<file path="src/rtl/adc_store_pkg.sv">
`default_nettype none

package adc_store_pkg;

  // Ring size and address width of the sample RAM.
  localparam int RAM_DEPTH = 512;
  localparam int ADDR_W    = 9;

  // ADC result and channel tag.
  localparam int SAMPLE_W  = 12;
  localparam int CHAN_W    = 5;
  localparam int NUM_CHAN  = 32;

  // Wishbone bus widths.
  localparam int WB_ADR_W  = 16;
  localparam int WB_DAT_W  = 16;

  // Playback control register.
  localparam logic [WB_ADR_W-1:0] REG_RB_CTRL = 16'h0040;

  // Fixed replies of the playback register.
  localparam logic [WB_DAT_W-1:0] RB_IDLE_WORD  = 16'h1000;
  localparam logic [WB_DAT_W-1:0] RB_EMPTY_WORD = 16'hffff;

  // Readout FSM states.
  // RD_RAM covers the registered RAM read, RD_ACK the single ack cycle.
  typedef enum logic [1:0] {
    RD_IDLE,
    RD_RAM,
    RD_ACK
  } readout_state_e;

endpackage

`default_nettype wire

</file>
<file path="src/rtl/wb_readout.sv">
`timescale 1ns/100ps
`default_nettype none

module wb_readout (
  input  logic                               wb_clk_i,
  input  logic                               wb_rst_i,
  input  logic                               wb_cyc_i,
  input  logic                               wb_stb_i,
  input  logic                               wb_we_i,
  input  logic [adc_store_pkg::WB_ADR_W-1:0] wb_adr_i,
  input  logic [adc_store_pkg::WB_DAT_W-1:0] wb_dat_i,
  output logic [adc_store_pkg::WB_DAT_W-1:0] wb_dat_o,
  output logic                               wb_ack_o,
  input  logic [adc_store_pkg::ADDR_W-1:0]   rb_checkpoint_i,
  input  logic [adc_store_pkg::ADDR_W-1:0]   rb_tail_i,
  output logic                               rb_pause_o,
  output logic [adc_store_pkg::ADDR_W-1:0]   ram_raddr_o,
  input  logic [adc_store_pkg::SAMPLE_W-1:0] ram_rdata_i
);

  import adc_store_pkg::*;

  // Source of the data word returned with ack.
  typedef enum logic [1:0] {
    REPLY_SAMPLE,
    REPLY_IDLE,
    REPLY_EMPTY,
    REPLY_ZERO
  } reply_sel_e;

  readout_state_e    state_q;
  reply_sel_e        reply_d;
  reply_sel_e        reply_q;
  logic              pause_q;
  logic [ADDR_W-1:0] rb_ptr_q;
  logic [CHAN_W-1:0] chan_q;
  logic              rd_direct_q;

  logic              bus_req;
  logic              ctrl_sel;
  logic              direct_rd;
  logic              ctrl_rd;
  logic              rb_empty;
  logic              slow_req;
  logic [ADDR_W-1:0] chan_back;
  logic [ADDR_W-1:0] direct_addr;
  logic [ADDR_W-1:0] rb_ptr_prev;

  // Request decode, taken only while the FSM is idle.
  assign bus_req   = wb_cyc_i & wb_stb_i & (state_q == RD_IDLE);
  assign ctrl_sel  = (wb_adr_i == REG_RB_CTRL);
  assign direct_rd = (wb_adr_i < WB_ADR_W'(NUM_CHAN)) & ~wb_we_i;
  assign ctrl_rd   = ctrl_sel & ~wb_we_i;
  assign rb_empty  = (rb_ptr_q == rb_tail_i);

  // These go through the RAM and take the longer path.
  assign slow_req = direct_rd | (ctrl_rd & pause_q & ~rb_empty);

  always_comb begin
    if (direct_rd) begin
      reply_d = REPLY_SAMPLE;
    end else if (!ctrl_rd) begin
      reply_d = REPLY_ZERO;
    end else if (!pause_q) begin
      reply_d = REPLY_IDLE;
    end else if (rb_empty) begin
      reply_d = REPLY_EMPTY;
    end else begin
      reply_d = REPLY_SAMPLE;
    end
  end

  // Channel c sits (31 - c) slots behind the checkpoint.
  assign chan_back   = ADDR_W'(NUM_CHAN - 1 - int'(chan_q));
  assign direct_addr = (rb_checkpoint_i >= chan_back) ? rb_checkpoint_i - chan_back :
                       ADDR_W'(RAM_DEPTH - int'(chan_back) + int'(rb_checkpoint_i));

  assign rb_ptr_prev = (rb_ptr_q == '0) ? ADDR_W'(RAM_DEPTH - 1) : rb_ptr_q - 1'b1;

  always_ff @(posedge wb_clk_i) begin
    if (wb_rst_i) begin
      state_q  <= RD_IDLE;
      pause_q  <= 1'b0;
      rb_ptr_q <= '0;
    end else begin
      case (state_q)
        RD_IDLE: begin
          if (bus_req) begin
            state_q <= slow_req ? RD_RAM : RD_ACK;
            if (ctrl_sel && wb_we_i) begin
              if (wb_dat_i == '0) begin
                pause_q  <= 1'b1;
                rb_ptr_q <= rb_checkpoint_i;
              end else begin
                pause_q <= 1'b0;
              end
            end
          end
        end
        RD_RAM: begin
          state_q <= RD_ACK;
          // Playback steps back one slot once its sample is read.
          if (!rd_direct_q) begin
            rb_ptr_q <= rb_ptr_prev;
          end
        end
        RD_ACK: begin
          state_q <= RD_IDLE;
        end
        default: begin
          state_q <= RD_IDLE;
        end
      endcase
    end
  end

  // Request details held for the RAM cycle and the reply.
  always_ff @(posedge wb_clk_i) begin
    if (bus_req) begin
      reply_q     <= reply_d;
      chan_q      <= wb_adr_i[CHAN_W-1:0];
      rd_direct_q <= direct_rd;
    end
  end

  assign ram_raddr_o = rd_direct_q ? direct_addr : rb_ptr_q;
  assign rb_pause_o  = pause_q;
  assign wb_ack_o    = (state_q == RD_ACK);

  always_comb begin
    case (reply_q)
      REPLY_SAMPLE: wb_dat_o = WB_DAT_W'(ram_rdata_i);
      REPLY_IDLE:   wb_dat_o = RB_IDLE_WORD;
      REPLY_EMPTY:  wb_dat_o = RB_EMPTY_WORD;
      default:      wb_dat_o = '0;
    endcase
  end

  // Single-cycle ack pulse.
  a_ack_pulse: assert property (
    @(posedge wb_clk_i) disable iff (wb_rst_i)
    wb_ack_o |=> !wb_ack_o
  );

  // The master still holds its request when ack arrives.
  a_ack_in_cycle: assert property (
    @(posedge wb_clk_i) disable iff (wb_rst_i)
    wb_ack_o |-> (wb_cyc_i && wb_stb_i)
  );

endmodule

`default_nettype wire

</file>
<file path="config.mk">
export PLATFORM = sky130hd
export DESIGN_NAME = wb_readout
export DESIGN_NICKNAME = d
export VERILOG_FILES = /design/src/rtl/adc_store_pkg.sv /design/src/rtl/wb_readout.sv
export SDC_FILE = /design/constraint.sdc
export NUM_CORES = 1
export LEC_CHECK = 0
export BUFFER_PORTS_ARGS = -buffer_cell sky130_fd_sc_hd__buf_2
export CORE_UTILIZATION = 45
export DETAILED_ROUTE_END_ITERATION = 10
export HOLD_SLACK_MARGIN = 0.15
export PLACE_DENSITY_LB_ADDON = 0.3
export SYNTH_ARGS = -nofsm -noshare
export SYNTH_HDL_FRONTEND = slang
export SYNTH_SLANG_ARGS = --single-unit
</file>
<file path="constraint.sdc">
create_clock -name wb_clk_i -period 8.1 [get_ports wb_clk_i]
set_clock_uncertainty 0.05 [all_clocks]
set_input_delay 1.62 -clock wb_clk_i [delete_from_list [all_inputs] [get_ports wb_clk_i]]
set_output_delay 1.62 -clock wb_clk_i [all_outputs]
set_load 0.005 [all_outputs]
</file>
# Yosys cells after proc, flatten, opt, wreduce, memory -nomap -nowiden
# Cells that the tools add are included.
# W data, S select, Z words.
# word_totals
reg_bits,20
inputBits,67
out_inout_bits,27
word_cells,56
# classes
n_addsub,5
n_lt_le_gt_ge,2
eq_ne,10
muxes,16
bitwise_logic,9
n_reduce_logical,8
# op_table
cell,count
$mux W9,7
$pmux W16 S3,1
$pmux W9 S2,1
$eq A16 B7 Y1 const B,1
$logic_not A16 Y1,1
$lt A16 B6 Y1 const B,1
$mux W2,5
$add A9 B9 Y9,1
$eq A9 B9 Y1,1
$ge A9 B9 Y1,1
$logic_not A9 Y1,1
$sub A9 B1 Y9 const B,1
$sub A9 B9 Y9,1
$sub A1 B6 Y7 const A,1
$and A1 B1 Y1,6
$sub A5 B5 Y6 const A,1
$reduce_and A5 Y1,1
$eq A2 B1 Y1 const B,2
$eq A2 B2 Y1 const B,2
$logic_not A2 Y1,2
$ne A2 B1 Y1 const B,2
$ne A2 B2 Y1 const B,2
$pmux W2 S2,1
$reduce_and A3 Y1,1
other kinds (5),6

# Longest topological paths before layout
# logic_depth
depth_word,8
ltp_mapped,10
depth_no_buf,10

# Worst setup path after synthesis
# No wires, ideal clock.
# synth_path
path_type,input -> output
startpoint,in rb_checkpoint_i[3] (netlist bit)
endpoint,out ram_raddr_o[4] (netlist bit)
arrival_time_ps,3465
t_required_ps,6430
setup_slack_ps,2965
path_stages,8
cell_sequence,ha_1 a21o_1 a21oi_1 nand2_1 or3_1 clkbuf_1 or3_1 a31oi_1
# synth_between
elab_chain_len,3
# synth_rtl
item,line,source
from (decl),wb_readout.sv:14,"input logic [adc_store_pkg::ADDR_W-1:0] rb_checkpoint_i,"
$add A9 B9 Y9 (tied with other cells),wb_readout.sv:76,ADDR_W'(RAM_DEPTH - int'(chan_back) + int'(rb_checkpoint_i));
$mux W9 (*),wb_readout.sv:75,assign direct_addr = (rb_checkpoint_i >= chan_back) ? rb_checkpoint_i - chan_back :
$mux W9 (*),wb_readout.sv:126,assign ram_raddr_o = rd_direct_q ? direct_addr : rb_ptr_q;
to (decl),wb_readout.sv:17,"output logic [adc_store_pkg::ADDR_W-1:0] ram_raddr_o,"
# Every way passes the cells marked *; elsewhere a longest branch is shown, timed or not.

# Worst setup path in the final report
# layout_path
startpoint,in rb_checkpoint_i[1] (netlist bit)
endpoint,out ram_raddr_o[4] (netlist bit)
# Same word-level chain as after synthesis.

==> impl_table.tex <==
\begin{tabular}{lr}
\hline
Metric & Value \\
\hline
\multicolumn{2}{l}{\textbf{Yosys}} \\
Share of flip-flops with an asynchronous set or reset & 0 \\
Mux contribution to synthesized area & 0.03229 \\
Number of distinct library cells after synthesis & 53 \\
Number of flip-flops and latches in the synthesized netlist & 20 \\
Gate count of the mapped netlist & 274 \\
Basic-gate share of the synthesized area counting and, or, nand and nor cells & 0.2516 \\
Main combinational cell family by area after synthesis & simple AND/OR/NAND/NOR gates \\
Synth Area in Compound Gates & 0.2283 \\
Primary FF master, synth & sky130\_fd\_sc\_hd\_\_dfxtp\_1 \\
Share of synthesized area occupied by flip-flops and latches & 0.2176 \\
Post-synthesis xor/xnor area fraction & 0.09518 \\
Mean instance size in the synthesized netlist & around 8.1 sq um \\
Warning count from the yosys run & 0 \\
Synthesized net count & 361 \\
Synth Area in Adders & 0.1201 \\
Post-synth EDFFs & 8 \\
Area of the mapped netlist & roughly 2200 sq um \\
\multicolumn{2}{l}{\textbf{Worst setup path}} \\
Arrival time of the worst setup path & 3.85 ns \\
Critical R2R Launch & rb\_ptr\_q[0] \\
Critical path type & input pin to primary output \\
Kind of end point of the critical path & primary output \\
Crit path from & rb\_checkpoint\_i[1] \\
Critical-path maximum fanout & 7 \\
Delay-heaviest family, CP & simple AND/OR/NAND/NOR gates \\
Largest incremental delay on the critical path & 0.48 ns \\
Critical path buffer and inverter count & 2 \\
Category of the worst setup path launch point & input pin \\
Chain of cells forming the critical path & buf\_2 > ha\_1 > nor2b\_1 > o21ai\_0 > nand2\_1 > or3\_1 > or3\_1 > a31oi\_1 > buf\_2 \\
Critical Path RT & 6.43 ns \\
Reg-to-reg setup timing slack & around 5.7 ns \\
Number of cells traversed by the worst register-to-register path & 8 \\
Worst reg2reg endpoint & rb\_ptr\_q[3] \\
Slowest cell on the critical path & sky130\_fd\_sc\_hd\_\_or3\_1 \\
\multicolumn{2}{l}{\textbf{Hold path}} \\
Min-Delay Endpoint & rb\_pause\_o \\
Min-Delay Path Class & flip-flop to flip-flop \\
Launch instance of the worst min-delay path & rb\_pause\_o \\
Number of cells on the worst hold path & 2 \\
\multicolumn{2}{l}{\textbf{Placement}} \\
Cell count after placement & 420 \\
Weighted congestion reported at the end of routability-driven placement & 0.9916 \\
Worst slack at placement & 2.607 ns \\
Cell area after placement & 2681 sq um \\
HPWL after detailed placement & 4679 microns \\
IO Port Bufs & 93 \\
\multicolumn{2}{l}{\textbf{Floorplanning}} \\
Area of the die & roughly 5200 sq um \\
Top-level port count & 94 \\
Starting utilization of the core area & 0.4675 \\
Total number of placement rows & 25 \\
Horiz. Die Dim & 72.06 microns \\
Floorplan core area & approximately 4700 sq um \\
Die Span Y & 72.06 microns \\
\multicolumn{2}{l}{\textbf{Cells and area}} \\
Layout overhead on the synthesized area & 24.65\% \\
Fin area & 2753 sq um \\
Fraction of final layout cells with drive strength greater than 1 & 0.3109 \\
Utilization after layout & 0.5828 \\
Leading cell type in the layout, fill and taps excluded & sky130\_fd\_sc\_hd\_\_buf\_2 \\
Post-layout net count & 445 \\
Final cell count without fillers & 424 \\
Number of diodes added for antenna fixing & 0 \\
Top library cells by usage in the layout, fill and taps aside & sky130\_fd\_sc\_hd\_\_buf\_2, sky130\_fd\_sc\_hd\_\_nand2\_1, sky130\_fd\_sc\_hd\_\_nor2\_1 \\
\multicolumn{2}{l}{\textbf{Detailed routing}} \\
Routed via count & 2,248 \\
Number of DRC violations after detailed routing & 0 \\
Detailed router's first-iteration violation count & around 100 \\
Number of detailed-route iterations in the first pass & 4 \\
Routed wire length & around 5700 microns \\
Antenna viol nets, final & 0 \\
Number of vias per cell & approximately 5.3 \\
Post-DR wirelength/cell & between 10 and 15 microns \\
\multicolumn{2}{l}{\textbf{Pwr}} \\
Pwr per Cell Area & 108.4 nW/um\^{}2 \\
Post-layout power & just under 0.3 mW \\
Standby leakage power & 1.354 nW \\
Maximum vdd ir drop & roughly 0.12 mV \\
\multicolumn{2}{l}{\textbf{Timing}} \\
Final Hold Slack & 0.4591 ns \\
Hold Violations, Final & 0 \\
Crit path setup slack, layout & 2.581 ns \\
Final Max Tran Viols & 0 \\
Max-slew headroom at the worst pin & 0.2039 \\
Final worst path period share & 0.6814 \\
Highest attainable clock frequency & roughly 0.18 GHz \\
Summed negative setup slack over all endpoints & 0 ns \\
Worst Max-Slew Pin Slew & 1.185 ns \\
Clock period minus worst slack & approximately 5.5 ns \\
RSZ-0062 raised after global routing & false \\
Final setup violation count & 0 \\
\multicolumn{2}{l}{\textbf{Clock network}} \\
Post-CTS setup buffer count & 0 \\
TritonCTS clock tree & built \\
Cts-stage hold buffer count & 0 \\
Clock transition at path regs & 0.08 ns \\
Clock sink total & 20 \\
Number of buffers inserted during clock tree synthesis & 3 \\
Level count of the clock H-tree & 1 \\
Bufs on Longest Clock Path & 2 \\
Later-pin clock latency in the skew report & 0.26 ns \\
Count of cells resized by post-cts repair & 0 \\
Root Buffer & sky130\_fd\_sc\_hd\_\_clkbuf\_8 \\
\multicolumn{2}{l}{\textbf{Global route}} \\
Overall fraction of global-route tracks in use & 0.2186 \\
Number of antenna violations at the first check in global routing & 0 \\
Via count of the first global-routing pass & 1,991 \\
Maximum number of pins on one net before global-route repair & 17 \\
Remaining Overflow, GRT & 0 \\
First-pass GRT wire length & 9073 microns \\
\multicolumn{2}{l}{\textbf{Job}} \\
Max cap viols & 0 \\
\multicolumn{2}{l}{\textbf{Run status}} \\
Outcome & finished, final reports clean \\
\hline
\end{tabular}
[worst min-delay path: stages (launching register included)]
cell,delay (ns)
sky130_fd_sc_hd__dfxtp_1,0.34
sky130_fd_sc_hd__nand2_1,0.07
sky130_fd_sc_hd__a21oi_1,0.06
[flip-flops by register name, indices dropped and copies added, names as in the netlist]
name	flops
rb_ptr_q	9
chan_q	5
reply_q	2
state_q	2
rb_pause_o	1
rd_direct_q	1
[worst max-delay path by stage]
| stage | endpoint | slack, ns | depth (start not counted) |
|---|---|---|---|
| 4_1_cts | ram_raddr_o[4] | 2.61 | 9 |
| 5_1_grt | ram_raddr_o[4] | 2.50 | 9 |
| 2_1_floorplan | ram_raddr_o[4] | 2.97 | 8 |
| 3_3_place_gp | ram_raddr_o[4] | 2.68 | 9 |
| 6_report | ram_raddr_o[4] | 2.58 | 9 |
| 3_5_place_dp | ram_raddr_o[4] | 2.61 | 9 |
[power by group]
part           internal (mW)  switching, mW
registers              0.107        0.00282
clock network         0.0659         0.0335
logic                 0.0444         0.0451
total                  0.217         0.0813
[routing by layer]
metal | vias up | part of all wire | global-route usage
met2 | 47 | 0.49 | 0.3826
li1 | 1160 | - | -
met5 | - | 0 | 0
met4 | 0 | 0.0054 | 0.02614
met1 | 1039 | 0.47 | 0.3005
met3 | 2 | 0.034 | 0.02222
[cells in the mapped netlist, drive strengths merged (2+ instances only)]
master	n	share of area
ha	18	0.10
o2111ai	2	0.0079
nor4b	2	0.011
a21o	17	0.058
o21a	3	0.010
a31oi	3	0.0085
nand2	25	0.042
mux2i	6	0.027
o211ai	2	0.0068
dfxtp	12	0.11
fa	2	0.018
o21ai	11	0.025
xnor2	19	0.075
buf	5	0.019
a21oi	16	0.040
nor4	6	0.017
nand3b	4	0.014
nand3	13	0.029
or4	2	0.0085
edfxtp	8	0.11
or2	3	0.0085
or3	5	0.014
nor2b	4	0.011
a211oi	4	0.014
a211o	3	0.012
nor2	26	0.046
xor2	5	0.020
clkbuf	9	0.015
and3	4	0.011
nand4	2	0.0057
or4b	2	0.011
nor3	6	0.014
inv	12	0.020
[area by class of cell]
cell class | instances | area, sq um
clock buffers | 3 | 41.29
clock inverters | 1 | 30.03
fillers | 450 | 1971
inverters | 12 | 45.04
multi-input cells | 228 | 1607
flip-flops and latches | 20 | 480.5
well taps | 67 | 83.83
repair buffers | 93 | 465.4
[cells by family (layout without fill, tap and decap cells)]
| group | count (synthesis) | after routing |
|---|---|---|
| fa+ha+maj | 20 | 20 |
| mux | 7 | 7 |
| flops | 20 | 20 |
| simple gates | 106 | 106 |
| compound gates | 71 | 71 |
| xor+xnor | 24 | 24 |
| buf+inv | 26 | 109 |
No activity file was read; power rests on OpenSTA's default activity.
