==> config.mk <==
export PLATFORM = sky130hd
export DESIGN_NAME = adc_capture
export DESIGN_NICKNAME = d
export VERILOG_FILES = /design/src/rtl/adc_store_pkg.sv /design/src/rtl/adc_capture.sv
export SDC_FILE = /design/constraint.sdc
export NUM_CORES = 1
export LEC_CHECK = 0
export BUFFER_PORTS_ARGS = -buffer_cell sky130_fd_sc_hd__buf_2
export CORE_MARGIN = 2
export CORE_UTILIZATION = 56
export DETAILED_ROUTE_END_ITERATION = 6
export PLACE_DENSITY = 0.94
export SLEW_MARGIN = 20
export SYNTH_ARGS = -nofsm -noshare
export SYNTH_HDL_FRONTEND = slang
export SYNTH_SLANG_ARGS = --single-unit
export TNS_END_PERCENT = 100
==> constraint.sdc <==
create_clock -name wb_clk_i -period 3.9 [get_ports wb_clk_i]
set_input_delay 0.78 -clock wb_clk_i [delete_from_list [all_inputs] [get_ports wb_clk_i]]
set_output_delay 0.78 -clock wb_clk_i [all_outputs]
set_load 0.1 [all_outputs]
==> src/rtl/adc_store_pkg.sv <==
`default_nettype none

package adc_store_pkg;

  // Ring size and address width of the sample RAM.
  localparam int RAM_DEPTH = 512;
  localparam int ADDR_W    = 9;

  // ADC result and channel tag.
  localparam int SAMPLE_W  = 12;
  localparam int CHAN_W    = 5;
  localparam int NUM_CHAN  = 32;

  // Wishbone bus widths.
  localparam int WB_ADR_W  = 16;
  localparam int WB_DAT_W  = 16;

  // Playback control register.
  localparam logic [WB_ADR_W-1:0] REG_RB_CTRL = 16'h0040;

  // Fixed replies of the playback register.
  localparam logic [WB_DAT_W-1:0] RB_IDLE_WORD  = 16'h1000;
  localparam logic [WB_DAT_W-1:0] RB_EMPTY_WORD = 16'hffff;

  // Readout FSM states.
  // RD_RAM covers the registered RAM read, RD_ACK the single ack cycle.
  typedef enum logic [1:0] {
    RD_IDLE,
    RD_RAM,
    RD_ACK
  } readout_state_e;

endpackage

`default_nettype wire

==> src/rtl/adc_capture.sv <==
`timescale 1ns/100ps
`default_nettype none

module adc_capture (
  input  logic                               wb_clk_i,
  input  logic                               wb_rst_i,
  input  logic                               adc_strb_i,
  input  logic [adc_store_pkg::CHAN_W-1:0]   adc_channel_i,
  input  logic [adc_store_pkg::SAMPLE_W-1:0] adc_result_i,
  input  logic                               rb_pause_i,
  output logic                               ram_we_o,
  output logic [adc_store_pkg::ADDR_W-1:0]   ram_waddr_o,
  output logic [adc_store_pkg::SAMPLE_W-1:0] ram_wdata_o,
  output logic [adc_store_pkg::ADDR_W-1:0]   rb_checkpoint_o,
  output logic [adc_store_pkg::ADDR_W-1:0]   rb_tail_o
);

  import adc_store_pkg::*;

  logic [ADDR_W-1:0] rb_head_q;
  logic [ADDR_W-1:0] rb_tail_q;
  logic [ADDR_W-1:0] rb_checkpoint_q;
  logic              rb_full_q;
  logic [CHAN_W-1:0] chan_prev_q;
  logic              pause_prev_q;

  logic [ADDR_W-1:0] rb_head_next;
  logic [ADDR_W-1:0] rb_tail_next;
  logic [ADDR_W-1:0] rb_head_prev;
  logic              resume_clr;
  logic              sample_wr;

  // Forward and backward steps around the ring.
  assign rb_head_next = (rb_head_q == ADDR_W'(RAM_DEPTH - 1)) ? '0 : rb_head_q + 1'b1;
  assign rb_tail_next = (rb_tail_q == ADDR_W'(RAM_DEPTH - 1)) ? '0 : rb_tail_q + 1'b1;
  assign rb_head_prev = (rb_head_q == '0) ? ADDR_W'(RAM_DEPTH - 1) : rb_head_q - 1'b1;

  // Capture restarts on the cycle after pause is released.
  assign resume_clr = pause_prev_q & ~rb_pause_i;

  // Strobes are dropped while frozen and during the restart cycle.
  assign sample_wr = adc_strb_i & ~rb_pause_i & ~resume_clr;

  always_ff @(posedge wb_clk_i) begin
    if (wb_rst_i) begin
      pause_prev_q <= 1'b0;
    end else begin
      pause_prev_q <= rb_pause_i;
    end
  end

  always_ff @(posedge wb_clk_i) begin
    if (wb_rst_i || resume_clr) begin
      rb_head_q       <= '0;
      rb_tail_q       <= '0;
      rb_checkpoint_q <= '0;
      rb_full_q       <= 1'b0;
      chan_prev_q     <= '0;
    end else if (sample_wr) begin
      rb_head_q   <= rb_head_next;
      chan_prev_q <= adc_channel_i;
      if (rb_head_next == rb_tail_q) begin
        rb_full_q <= 1'b1;
      end
      // Oldest sample is overwritten once the ring is full.
      if (rb_full_q) begin
        rb_tail_q <= rb_tail_next;
      end
      // Channel wrapped, so the previous slot closed a complete set.
      if (adc_channel_i < chan_prev_q) begin
        rb_checkpoint_q <= rb_head_prev;
      end
    end
  end

  assign ram_we_o        = sample_wr;
  assign ram_waddr_o     = rb_head_q;
  assign ram_wdata_o     = adc_result_i;
  assign rb_checkpoint_o = rb_checkpoint_q;
  assign rb_tail_o       = rb_tail_q;

  // Each write moves the write slot one step around the ring.
  a_waddr_step: assert property (
    @(posedge wb_clk_i) disable iff (wb_rst_i)
    ram_we_o |=> (32'(ram_waddr_o) == (32'($past(ram_waddr_o)) + 1) % RAM_DEPTH)
  );

  // A frozen buffer keeps its pointers across the next edge.
  a_frozen_ring: assert property (
    @(posedge wb_clk_i) disable iff (wb_rst_i)
    rb_pause_i |=> ($stable(rb_head_q) && $stable(rb_tail_q))
  );

endmodule

`default_nettype wire

* After elaboration in Yosys (flattened, before gate mapping) *
Cells that the tools add are included.

word-level totals
  register bits after elaboration = 34
  bits in latches = 0
  memory bits (writable) = 0
  memory bits (read-only) = 0
  output and inout port bits = 40
  word-level logic and storage cells = 26
  memories = 0

operators by class
  add/sub/neg operators = 3
  $mul = 0
  div/mod/pow operators = 0
  $lt $le $gt $ge = 1
  equality and inequality tests = 3
  shift operators = 0
  multiplexer cells = 3
  bitwise gates (word level) = 5
  reductions and logical operators = 5

operator list
  operator                                                             count
  9-bit two-way mux                                                    3
  9-bit by 1-bit adder with 9-bit output (second input constant)       2
  9-bit == test (second input constant)                                2
  9-bit == test                                                        1
  9-bit logical NOT                                                    1
  9-bit by 1-bit subtractor with 9-bit output (second input constant)  1
  2-bit AND reduction                                                  3
  5-bit < comparator                                                   1
  1-bit AND                                                            3
  1-bit NOT                                                            2
  1-bit logical OR                                                     1

* Logic depth before layout (Yosys ltp) *
Gate-level depths: netlist of run 1.

  depth in word-level cells = 5
  depth in mapped cells = 11
  gate-level depth less buffers = 10

* Worst setup path before layout of run 1 *
OpenSTA, ideal clock, no wires.

  path type = register to register
  start = register rb_head_q[1] (netlist: ram_waddr_o[1])
  end = register rb_full_q
  arrival time = 3,085 ps
  required time = 3,808 ps
  path slack = 723 ps
  cell stages (with the launch flop) = 11
  period minus slack after synthesis = 3,177 ps
  cells stage by stage = dfxtp_1 ha_1 nand2_1 nor2_1 and3_1 ha_1 xor2_1 or3_1 nor4_1 nand4_1 o32ai_1

on the way
  cells in the longest elaborated chain, start to end = 4
  elaborated cells on any way between the ends = 5
  those cells by class = 1 x add/sub; 2 x eq/ne; 1 x mux; 1 x reduce/logical

ends and longest elaborated chain
  what                                                                            RTL line           RTL
  start, declared                                                                 adc_capture.sv:20  logic [ADDR_W-1:0] rb_head_q;
  start signal, assigned                                                          adc_capture.sv:60  rb_head_q <= rb_head_next;
  9-bit by 1-bit adder with 9-bit output / 9-bit == test (equally long branches)  adc_capture.sv:34  assign rb_head_next = (rb_head_q == ADDR_W'(RAM_DEPTH - 1)) ? '0 : rb_head_q + 1'b1;
  9-bit two-way mux (*)                                                           adc_capture.sv:34
  via rb_head_next[8]                                                             adc_capture.sv:27  logic [ADDR_W-1:0] rb_head_next;
  9-bit == test (*)                                                               adc_capture.sv:62  if (rb_head_next == rb_tail_q) begin
  2-bit AND reduction (no line) (*)                                               -
  end signal, assigned                                                            adc_capture.sv:57  rb_full_q <= 1'b0;
  end signal, assigned                                                            adc_capture.sv:63  rb_full_q <= 1'b1;
  end, declared                                                                   adc_capture.sv:23  logic rb_full_q;

Mark *: on every way through the listed nets, which the timed path passes. The rest lies on a longest branch.
A chain may end at the register's enable or synchronous reset.

* Worst setup path after layout of run 1 *
  start = register rb_head_q[0] (netlist: ram_waddr_o[0])
  end = register rb_full_q

on the way
  cells in the longest elaborated chain, start to end = 4
  elaborated cells on any way between the ends = 5
  those cells by class = 1 x add/sub; 2 x eq/ne; 1 x mux; 1 x reduce/logical

ends and longest elaborated chain
  what                                                                            RTL line
  9-bit by 1-bit adder with 9-bit output / 9-bit == test (equally long branches)  adc_capture.sv:34
  9-bit two-way mux (*)                                                           adc_capture.sv:34
  9-bit == test (*)                                                               adc_capture.sv:62
  2-bit AND reduction (no line) (*)                                               -

Mark *: on every way between the ends. The rest lies on a longest branch, timed or not.

==> results of run 1 <==
==> final timing paths <==
path                                               endpoint  slack, ns  depth (start not counted)
worst max register to register       rb_full_q$_SDFFE_PP0P_       0.79                         10
worst min-delay path            chan_prev_q[3]$_SDFFE_PP0P_       0.47                          2
worst min register to register  chan_prev_q[3]$_SDFFE_PP0P_       0.47                          2
worst max-delay path                 rb_full_q$_SDFFE_PP0P_       0.79                         10
==> power groups by stage <==
stage / combinational (W) / sequential (W) / clock [W]
floorplan: 0.000113 / 0.000400 / 0
global placement: 0.000103 / 0.000367 / 0
detailed placement: 0.000106 / 0.000367 / 0
CTS: 0.000107 / 0.000360 / 0.000274
global route: 0.000114 / 0.000360 / 0.000293
finish: 0.000106 / 0.000360 / 0.000271
==> cell families (layout without fill, tap and decap cells) <==
logic type      Yosys count  after routing
simple gates             90             90
xor+xnor                 24             24
compound gates           46             46
mux                       2              2
buf+inv                  41             56
flops                    34             34
fa+ha+maj                10             10
==> worst max-delay path, cell delays in order, from the launching register on <==
cell and delay [ns]:
dfxtp_1 0.55, ha_1 0.33, nand2_1 0.07, nor2_1 0.25, and3_1 0.23, ha_1 0.52
nor2b_1 0.16, xor2_1 0.19, nor4_1 0.37, nand4_1 0.14, o32ai_1 0.24
==> cell type report <==
| type | count | area share |
|---|---|---|
| multi-input cells | 172 | 0.521 |
| well taps | 48 | 0.0271 |
| clock inverters | 1 | 0.00226 |
| clock buffers | 7 | 0.0390 |
| inverters | 11 | 0.0187 |
| repair buffers | 37 | 0.0848 |
| flip-flops and latches | 34 | 0.308 |
==> per-layer routing <==
layer | vias up | GRT usage | wire length [µm] | share of wire
li1 | 856 | - | - | -
met1 | 781 | 0.272 | 1850 | 0.43
met2 | 54 | 0.348 | 2040 | 0.47
met3 | 15 | 0.0660 | 282 | 0.065
met4 | 0 | 0.122 | 159 | 0.037
met5 | - | 0 | 0 | 0
==> synthesized netlist by cell type, types with 2 or more instances <==
library cell   n
nand2_1       26
a21oi_1       15
buf_1          2
or3_4          2
clkbuf_1       6
xor2_1        14
buf_6          4
o21ai_0        8
a211oi_2       2
a21o_1         4
nor3_1         6
buf_4         13
a311oi_2       4
a211oi_1       2
a22oi_1        2
nand4_1        4
and3_1         2
a31oi_1        2
nand3_1        3
xnor2_1       10
buf_2          5
mux2i_1        2
a311oi_1       2
or4_1          2
dfxtp_1       34
inv_1          9
inv_2          2
ha_1          10
or3_1          3
nor2_1        31
==> sequential cells by signal (all words and copies together), names as in the netlist <==
register,flops
chan_prev_q,5
pause_prev_q,1
ram_waddr_o,9
rb_checkpoint_o,9
rb_full_q,1
rb_tail_o,9
==> through the flow <==
step / setup WS, ns / power [W] / std cells / instance area [µm²]
final: 0.787 / 0.000737 / 310 / 2210
after global placement: 1.16 / 0.000470 / 302 / 2120
after CTS: 0.824 / 0.000741 / 310 / 2210
after detailed placement: 0.911 / 0.000473 / 302 / 2120
after floorplan: 0.723 / 0.000513 / 247 / 2070
after global routing: 0.534 / 0.000767 / 310 / 2210
==> impl_metrics.yaml, run 1 <==
outcome:
  status: "completed"
clocking:
  cts_max_path_buffers: 2
  clock-sinks: 34
  cts_tree: "done"
  htreeDepth: 2
  numCtsBuffers: 5
  clk_latency_ns: 0.29
  cts_resized: 0
  holdBufCountCts: 0
  clk_pin_slew_worst_paths_ns: 0.07
  clk_root_buffer_cell: "clkbuf_8"
  cts_setup_buffers: 0
yosys:
  syn-num-nets: 278
  async_flop_share: 0
  synthDistinctLibCells: 46
  ys_warn_count: 0
  syn_area_um2: 2070
  synth_top_area_cell: "dfxtp_1"
  synth_compound_area_frac: 0.166
  yosys-top-cells-area: "dfxtp_1 33%, ha_1 6.0%, xor2_1 5.9%"
  syn_inst: 247
  synth_top_flop_cell: "dfxtp_1"
  yosysSeqAreaShare: 0.329
  synth_edf_count: 0
  synth_top_family_by_area: "simple AND/OR/NAND/NOR gates"
  ys_ff_latch: 34
  muxShareOfSynthArea: 0.00966
  synthSimpleGateAreaFrac: 0.219
  synth_xor_area_frac: 0.101
  avgSynthCellArea_um2: 8.39
  synth_fa_ha_area_frac: 0.0604
  netlist.area_leader.share: 0.329
setup_path:
  critPathLaunch: "ram_waddr_o[0]$_SDFFE_PP0P_"
  r2r-start: "ram_waddr_o[0]$_SDFFE_PP0P_"
  end_kind: "flop"
  cp_max_fo: 19
  worstSetupStartpointType: "flop"
  worst_ep_arrival_time_ns: 3.32
  cp.required_ns: 4.10
  path_class: "flop to flop"
layout:
  fillerInstances: 299
  final_common_cell: "buf_2"
  regArea_um2: 681
  areaGrowthSynthToFinish_pct: 6.82
  final_util: 0.614
  final_layout_size_suffix_gt1_frac: 0.229
  final_cell_mix: "36 x buf_2, 34 x dfxtp_1, 31 x nor2_1"
  multiInputGateArea_um2: 1150
  layout.nets: 292
  antenna_cells: 0
floorplan:
  ios: 61
  die_h_um: 64.8
  core_um2: 3610
  die_area_um2: 4200
  rows: 22
  start_util: 0.575
  die_x_um: 64.8
power_and_ir_drop:
  peakVddDrop_mv: 0.252
  clkPwrFrac: 0.368
  power.internal_w: 0.000525
  p_leak_nw: 0.944
  cellPowerDensity_nw_per_um2: 333
  sw_frac_of_total: 0.288
  switchingPower_w: 0.000212
  p_comb_frac: 0.144
  seqPwrFrac: 0.488
timing:
  fin_skew_ns: 0.00759
  relSlewSlack: 0.384
  period_share: 0.798
  finalHoldViolCount: 0
  hold_ws_ns: 0.466
  finalMaxSlewViolations: 0
  tightest_slew_ns: 0.924
  setup_viol: 0
  fin_crit_ns: 3.11
  fmax_mhz: 321
  setup_tns_ns: 0
  rsz0062_at_grt: "false"
hold_path:
  hold_start: "chan_prev_q[3]$_SDFFE_PP0P_"
  holdCritPathClass: "flop to flop"
routing:
  ant_nets: 0
  detail_route.wirelength_um: 4330
  drc_errors: 0
  firstDrtPassIters: 5
  first_iter_violations: 82
  vias_per_cell: 5.50
  via_count: 1706
  wl_per_cell_um: 14.0
global_route:
  track_usage: 0.222
  overflow: 0
  antenna_found_initial: 0
  grt_pass1_vias: 1562
  grt_max_degree: 27
  grt_pass1_wl_um: 7110
placement:
  hpwl_um: 3030
  place_congestion: 0.889
  numPortBuffers: 36
job:
  drv_cap: 0
(Power assumes the default switching activity.)
==> inputs of run 2 (changes only) <==
--- a/config.mk
+++ b/config.mk
@@ -7,9 +7,9 @@
 export LEC_CHECK = 0
 export BUFFER_PORTS_ARGS = -buffer_cell sky130_fd_sc_hd__buf_2
 export CORE_MARGIN = 2
-export CORE_UTILIZATION = 56
+export CORE_UTILIZATION = 47
 export DETAILED_ROUTE_END_ITERATION = 6
-export PLACE_DENSITY = 0.94
+export PLACE_DENSITY = 0.85
 export SLEW_MARGIN = 20
 export SYNTH_ARGS = -nofsm -noshare
 export SYNTH_HDL_FRONTEND = slang
==> constraint.sdc (replaced) <==
create_clock -name wb_clk_i -period 2.6 [get_ports wb_clk_i]
set_input_delay 0.52 -clock wb_clk_i [delete_from_list [all_inputs] [get_ports wb_clk_i]]
set_output_delay 0.52 -clock wb_clk_i [all_outputs]
set_load 0.1 [all_outputs]
==> run 2 against run 1 <==
First-iteration DRC count fell by 2.4%. Critical path type unchanged. Count of clock-buffer cells in the layout did not move. Non-clock buffer count rose by 7. Global-route usage fell by 3.8 points. Sequential power rose by 49%. Utilization fell by 7.2 points. Die area rose by 18%. Clock power rose by 50%. Register-to-register slack got worse by 0.67 ns. Maximum frequency rose by 25%. Sequential share of layout area fell by 0.55 points. Clock skew fell by 0.0030 ns.
==> impl_metrics.yaml, run 2 (synthesis gave the netlist of run 1 again) <==
placement:
  hpwl_um: 3380
  place_congestion: 0.901
  dpl.cell_count: 313
  numPortBuffers: 36
clocking:
  cts_max_path_buffers: 2
  numCtsBuffers: 5
  clk_root_buffer_cell: "clkbuf_8"
  clk_latency_ns: 0.29
  clk_pin_slew_worst_paths_ns: 0.07
  cts_setup_buffers: 0
  htreeDepth: 2
  clock-sinks: 34
  cts_tree: "done"
setup_path:
  worstSetupStartpointType: "flop"
  crit_path_cell_trace: "ha_4 > nand2_1 > nor2_1 > and3_1 > ha_1 > xor2_1 > or3_1 > nor4_1 > nand4_1 > o32ai_2"
  cpMaxStageDelayCell: "dfxtp_4"
  r2r_cells: 10
  cp.required_ns: 2.79
  end_kind: "flop"
  cp_max_fo: 11
  worst_ep_arrival_time_ns: 2.68
  path_class: "flop to flop"
  cpPeakStageDelay_ns: 0.42
power_and_ir_drop:
  peakVddDrop_mv: 0.178
  cellPowerDensity_nw_per_um2: 476
  p_leak_nw: 0.992
  total_power_w: 0.00111
routing:
  drc_errors: 0
  vias_per_cell: 5.44
  first_iter_violations: 80
  ant_nets: 0
  wl_per_cell_um: 14.1
  via_count: 1745
  firstDrtPassIters: 4
  detail_route.wirelength_um: 4540
hold_path:
  holdCritPathClass: "input port to flop"
  worstHoldPathCells: 2
global_route:
  antenna_found_initial: 0
  grt_max_degree: 21
  overflow: 0
  grt_pass1_wl_um: 7240
  track_usage: 0.184
  grt_pass1_vias: 1626
floorplan:
  die_h_um: 70.4
  core_um2: 4290
  ios: 61
  die_area_um2: 4960
  die_x_um: 70.4
  rows: 24
  start_util: 0.483
timing:
  fmax_mhz: 402
  fin_crit_ns: 2.49
  period_share: 0.957
  tightest_slew_ns: 0.495
  finalHoldViolCount: 0
  relSlewSlack: 0.673
  setup_viol: 0
  finalMaxSlewViolations: 0
  fin_skew_ns: 0.00459
  rsz0062_at_grt: "false"
  setup_tns_ns: 0
job:
  drv_cap: 0
layout:
  layout.nets: 299
  stdcell_count: 321
  final_common_cell: "buf_2"
  multiInputGateArea_um2: 1170
  areaGrowthSynthToFinish_pct: 12.4
  regArea_um2: 703
  antenna_cells: 0
  final_cell_mix: "35 x buf_2, 31 x nor2_1, 26 x nand2_1, 26 x dfxtp_1, 15 x a21oi_1"
  final_util: 0.542
  fillerInstances: 398
  final_layout_size_suffix_gt1_frac: 0.286
outcome:
  status: "completed"
-- run 2: cell count changes in the layout (fill, tap and decap cells not counted), moves of 3 or more --
cell | previous run | this run
dfxtp_4 | 0 | 5
buf_4 | 1 | 8
dfxtp_2 | 0 | 3
dfxtp_1 | 34 | 26
-- run 2: worst paths after layout --
kind                                                  start                     endpoint  slack (ns)
worst min register to register  chan_prev_q[2]$_SDFFE_PP0P_  chan_prev_q[2]$_SDFFE_PP0P_        0.46
worst min-delay path                               wb_rst_i      pause_prev_q$_SDFF_PP0_        0.43
worst max-delay path            ram_waddr_o[0]$_SDFFE_PP0P_       rb_full_q$_SDFFE_PP0P_        0.11
worst max register to register  ram_waddr_o[0]$_SDFFE_PP0P_       rb_full_q$_SDFFE_PP0P_        0.11
-- run 2: report_power, final --
| part | leakage [nW] | total [W] | internal [W] | switching, W |
|---|---|---|---|---|
| Combinational | 0.663 | 0.000167 | 0.0000474 | 0.000120 |
| Clock | 0.0482 | 0.000406 | 0.000214 | 0.000193 |
| Sequential | 0.281 | 0.000536 | 0.000527 | 0.00000815 |
-- run 2: layer usage --
metal  part of all wire  routed length [µm]  vias up  global-route usage
met5                  0                   0        -                   0
met4              0.026                 119        0              0.0897
met3              0.061                 275       13              0.0476
met2               0.49                2230       61               0.316
met1               0.42                1920      802               0.210
li1                   -                   -      869                   -
-- run 2: metrics by stage --
step / cell area, µm² / hold WS, ns / setup slack [ns]
after floorplan: 2100 / 0.427 / 0.0109
after global placement: 2220 / 0.442 / 0.311
after detailed placement: 2220 / 0.448 / 0.0318
after CTS: 2310 / 0.421 / 0.0299
after global routing: 2330 / 0.432 / 0.0220
final: 2330 / 0.433 / 0.113
-- run 2: what timing repair did --
item                                    CTS  global route
hold buffers                              0             0
resized for setup                         0             2
endpoints found under the setup margin    0             1
-- run 2: area by class of cell --
| type | count | share of cell area |
|---|---|---|
| well taps | 52 | 0.0279 |
| clock inverters | 1 | 0.00215 |
| multi-input cells | 172 | 0.503 |
| clock buffers | 7 | 0.0371 |
| inverters | 11 | 0.0177 |
| flip-flops and latches | 34 | 0.302 |
| repair buffers | 44 | 0.110 |
-- run 2: worst max-delay path, delay by kind of cell, from the launching register on --
family	cells	cell delay (ns)
XOR/XNOR	1	0.15
adder cells (fa/ha/maj)	2	0.45
AND/OR/NAND/NOR	6	1.12
AO/OA/AOI/OAI	1	0.25
flip-flops	1	0.42
==> inputs of run 3 (changes only) <==
--- a/config.mk
+++ b/config.mk
@@ -7,9 +7,10 @@
 export LEC_CHECK = 0
 export BUFFER_PORTS_ARGS = -buffer_cell sky130_fd_sc_hd__buf_2
 export CORE_MARGIN = 2
-export CORE_UTILIZATION = 47
+export CORE_UTILIZATION = 58
+export CTS_BUF_LIST = sky130_fd_sc_hd__clkbuf_4
 export DETAILED_ROUTE_END_ITERATION = 6
-export PLACE_DENSITY = 0.85
+export PLACE_DENSITY = 0.95
 export SLEW_MARGIN = 20
 export SYNTH_ARGS = -nofsm -noshare
 export SYNTH_HDL_FRONTEND = slang
==> constraint.sdc (replaced) <==
create_clock -name wb_clk_i -period 3 [get_ports wb_clk_i]
set_input_delay 0.6 -clock wb_clk_i [delete_from_list [all_inputs] [get_ports wb_clk_i]]
set_output_delay 0.6 -clock wb_clk_i [all_outputs]
set_load 0.1 [all_outputs]
==> run 3 against run 2 <==
Maximum frequency fell by 8.9%. Global-route usage rose by 3.5 points. Non-clock buffer count fell by 5. First-iteration DRC count rose by 5.0%.
==> impl_metrics.yaml, run 3 (synthesis gave the netlist of run 1 again) <==
outcome:
  status: "completed"
setup_path:
  cp_max_fo: 11
  worstSetupStartpointType: "flop"
  crit_path_cell_trace: "ha_1 > nand2_1 > nor2_1 > and3_1 > ha_1 > nor2b_1 > xor2_1 > nor4_1 > nand4_1 > o32ai_1"
  path_common_cell: "ha_1"
  r2r_slack_ns: 0.27
  cp.required_ns: 3.27
  r2r-start: "ram_waddr_o[0]$_SDFFE_PP0P_"
  cpMaxStageDelayCell: "dfxtp_2"
  cpPeakStageDelay_ns: 0.44
  path_class: "flop to flop"
  worst_ep_arrival_time_ns: 3.00
  r2r_cells: 10
  timing.rr.end: "rb_full_q$_SDFFE_PP0P_"
  end_kind: "flop"
placement:
  numPortBuffers: 36
  place_congestion: 0.873
  hpwl_um: 2990
  dpl.cell_count: 302
global_route:
  track_usage: 0.219
  grt_pass1_vias: 1569
  antenna_found_initial: 0
  overflow: 0
  grt_pass1_wl_um: 6990
  grt_max_degree: 20
timing:
  relSlewSlack: 0.571
  finalHoldViolCount: 0
  fin_crit_ns: 2.73
  setup_tns_ns: 0
  fmax_mhz: 366
  finalMaxSlewViolations: 0
  period_share: 0.910
  fin_skew_ns: 0.0134
  setup_viol: 0
  hold_ws_ns: 0.430
  tightest_slew_ns: 0.644
  rsz0062_at_grt: "false"
layout:
  multiInputGateArea_um2: 1150
  layout.nets: 294
  final_layout_size_suffix_gt1_frac: 0.258
  final_cell_mix: "36 x buf_2, 31 x nor2_1, 29 x dfxtp_1"
  areaGrowthSynthToFinish_pct: 7.31
  regArea_um2: 687
  antenna_cells: 0
  fillerInstances: 263
  stdcell_count: 310
  final_common_cell: "buf_2"
clocking:
  cts_max_path_buffers: 2
  htreeDepth: 2
  cts_resized: 0
  cts_tree: "done"
  clk_latency_ns: 0.35
  clk_pin_slew_worst_paths_ns: 0.11
  cts_setup_buffers: 0
  holdBufCountCts: 0
  clk_root_buffer_cell: "clkbuf_4"
  clock-sinks: 34
  numCtsBuffers: 5
floorplan:
  ios: 61
  die_h_um: 63.8
  die_area_um2: 4070
  start_util: 0.611
  die_x_um: 63.8
  core_um2: 3390
  rows: 21
routing:
  via_count: 1747
  wl_per_cell_um: 13.6
  firstDrtPassIters: 4
  detail_route.wirelength_um: 4230
  vias_per_cell: 5.64
  ant_nets: 0
  first_iter_violations: 84
  drc_errors: 0
hold_path:
  holdCritPathClass: "input port to flop"
  hold_start: "wb_rst_i"
  holdPathEnd: "pause_prev_q$_SDFF_PP0_"
  worstHoldPathCells: 2
job:
  drv_cap: 0
power_and_ir_drop:
  p_leak_nw: 0.955
  peakVddDrop_mv: 0.211
  cellPowerDensity_nw_per_um2: 431
  total_power_w: 0.000957
[run 3: changes by cell type in the layout (fill, tap and decap cells not counted), moves of 2 or more]
cell,previous run,this run
clkbuf_4,0,7
clkbuf_8,6,0
buf_4,8,3
dfxtp_4,5,0
dfxtp_1,26,29
dfxtp_2,3,5
[run 3: area by class of cell]
type,count,share of cell area
multi-input combinational,172,0.518
sequential,34,0.309
timing repair buffer,39,0.0912
tap,46,0.0259
clock buffer,7,0.0236
inverter,11,0.0186
clock inverter,1,0.0135
[run 3: critical path, delay by kind of cell (launching register included)]
kind	cells	cell delay, ns
and+or+nand+nor	6	1.16
adders and majority gates	2	0.65
DFF	1	0.44
AOI/OAI and AO/OA	1	0.23
xor gates and xnor gates	1	0.16
[run 3: per-layer routing]
layer | track usage | part of all wire | up-vias
li1 | - | - | 859
met3 | 0.0581 | 0.077 | 17
met2 | 0.367 | 0.48 | 72
met5 | 0 | 0 | -
met1 | 0.263 | 0.42 | 799
met4 | 0.0951 | 0.021 | 0
[run 3: power breakdown]
part | total (W) | leakage [nW] | internal, W | switching, W
Combinational | 0.000138 | 0.631 | 0.0000371 | 0.000101
Clock | 0.000351 | 0.0463 | 0.000195 | 0.000156
Sequential | 0.000467 | 0.278 | 0.000461 | 0.00000662
Total | 0.000957 | 0.955 | 0.000693 | 0.000264
[run 3: per-stage QoR]
step                instance area [µm²]  utilization  setup slack (ns)
floorplan                          2080            -            0.0846
global placement                   2140        0.632             0.527
detailed placement                 2140        0.632             0.428
CTS                                2220        0.656             0.342
global route                       2220        0.656            0.0594
finish                             2220        0.656             0.269
[run 3: how the worst max path moves through the flow]
stage | cells past startpoint | startpoint | endpoint
after global routing | 10 | ram_waddr_o[0]$_SDFFE_PP0P_ | rb_full_q$_SDFFE_PP0P_
after floorplan | 9 | ram_waddr_o[2]$_SDFFE_PP0P_ | rb_full_q$_SDFFE_PP0P_
after detailed placement | 10 | ram_waddr_o[0]$_SDFFE_PP0P_ | rb_full_q$_SDFFE_PP0P_
after CTS | 10 | ram_waddr_o[0]$_SDFFE_PP0P_ | rb_full_q$_SDFFE_PP0P_
after global placement | 10 | ram_waddr_o[0]$_SDFFE_PP0P_ | rb_full_q$_SDFFE_PP0P_
final | 10 | ram_waddr_o[0]$_SDFFE_PP0P_ | rb_full_q$_SDFFE_PP0P_
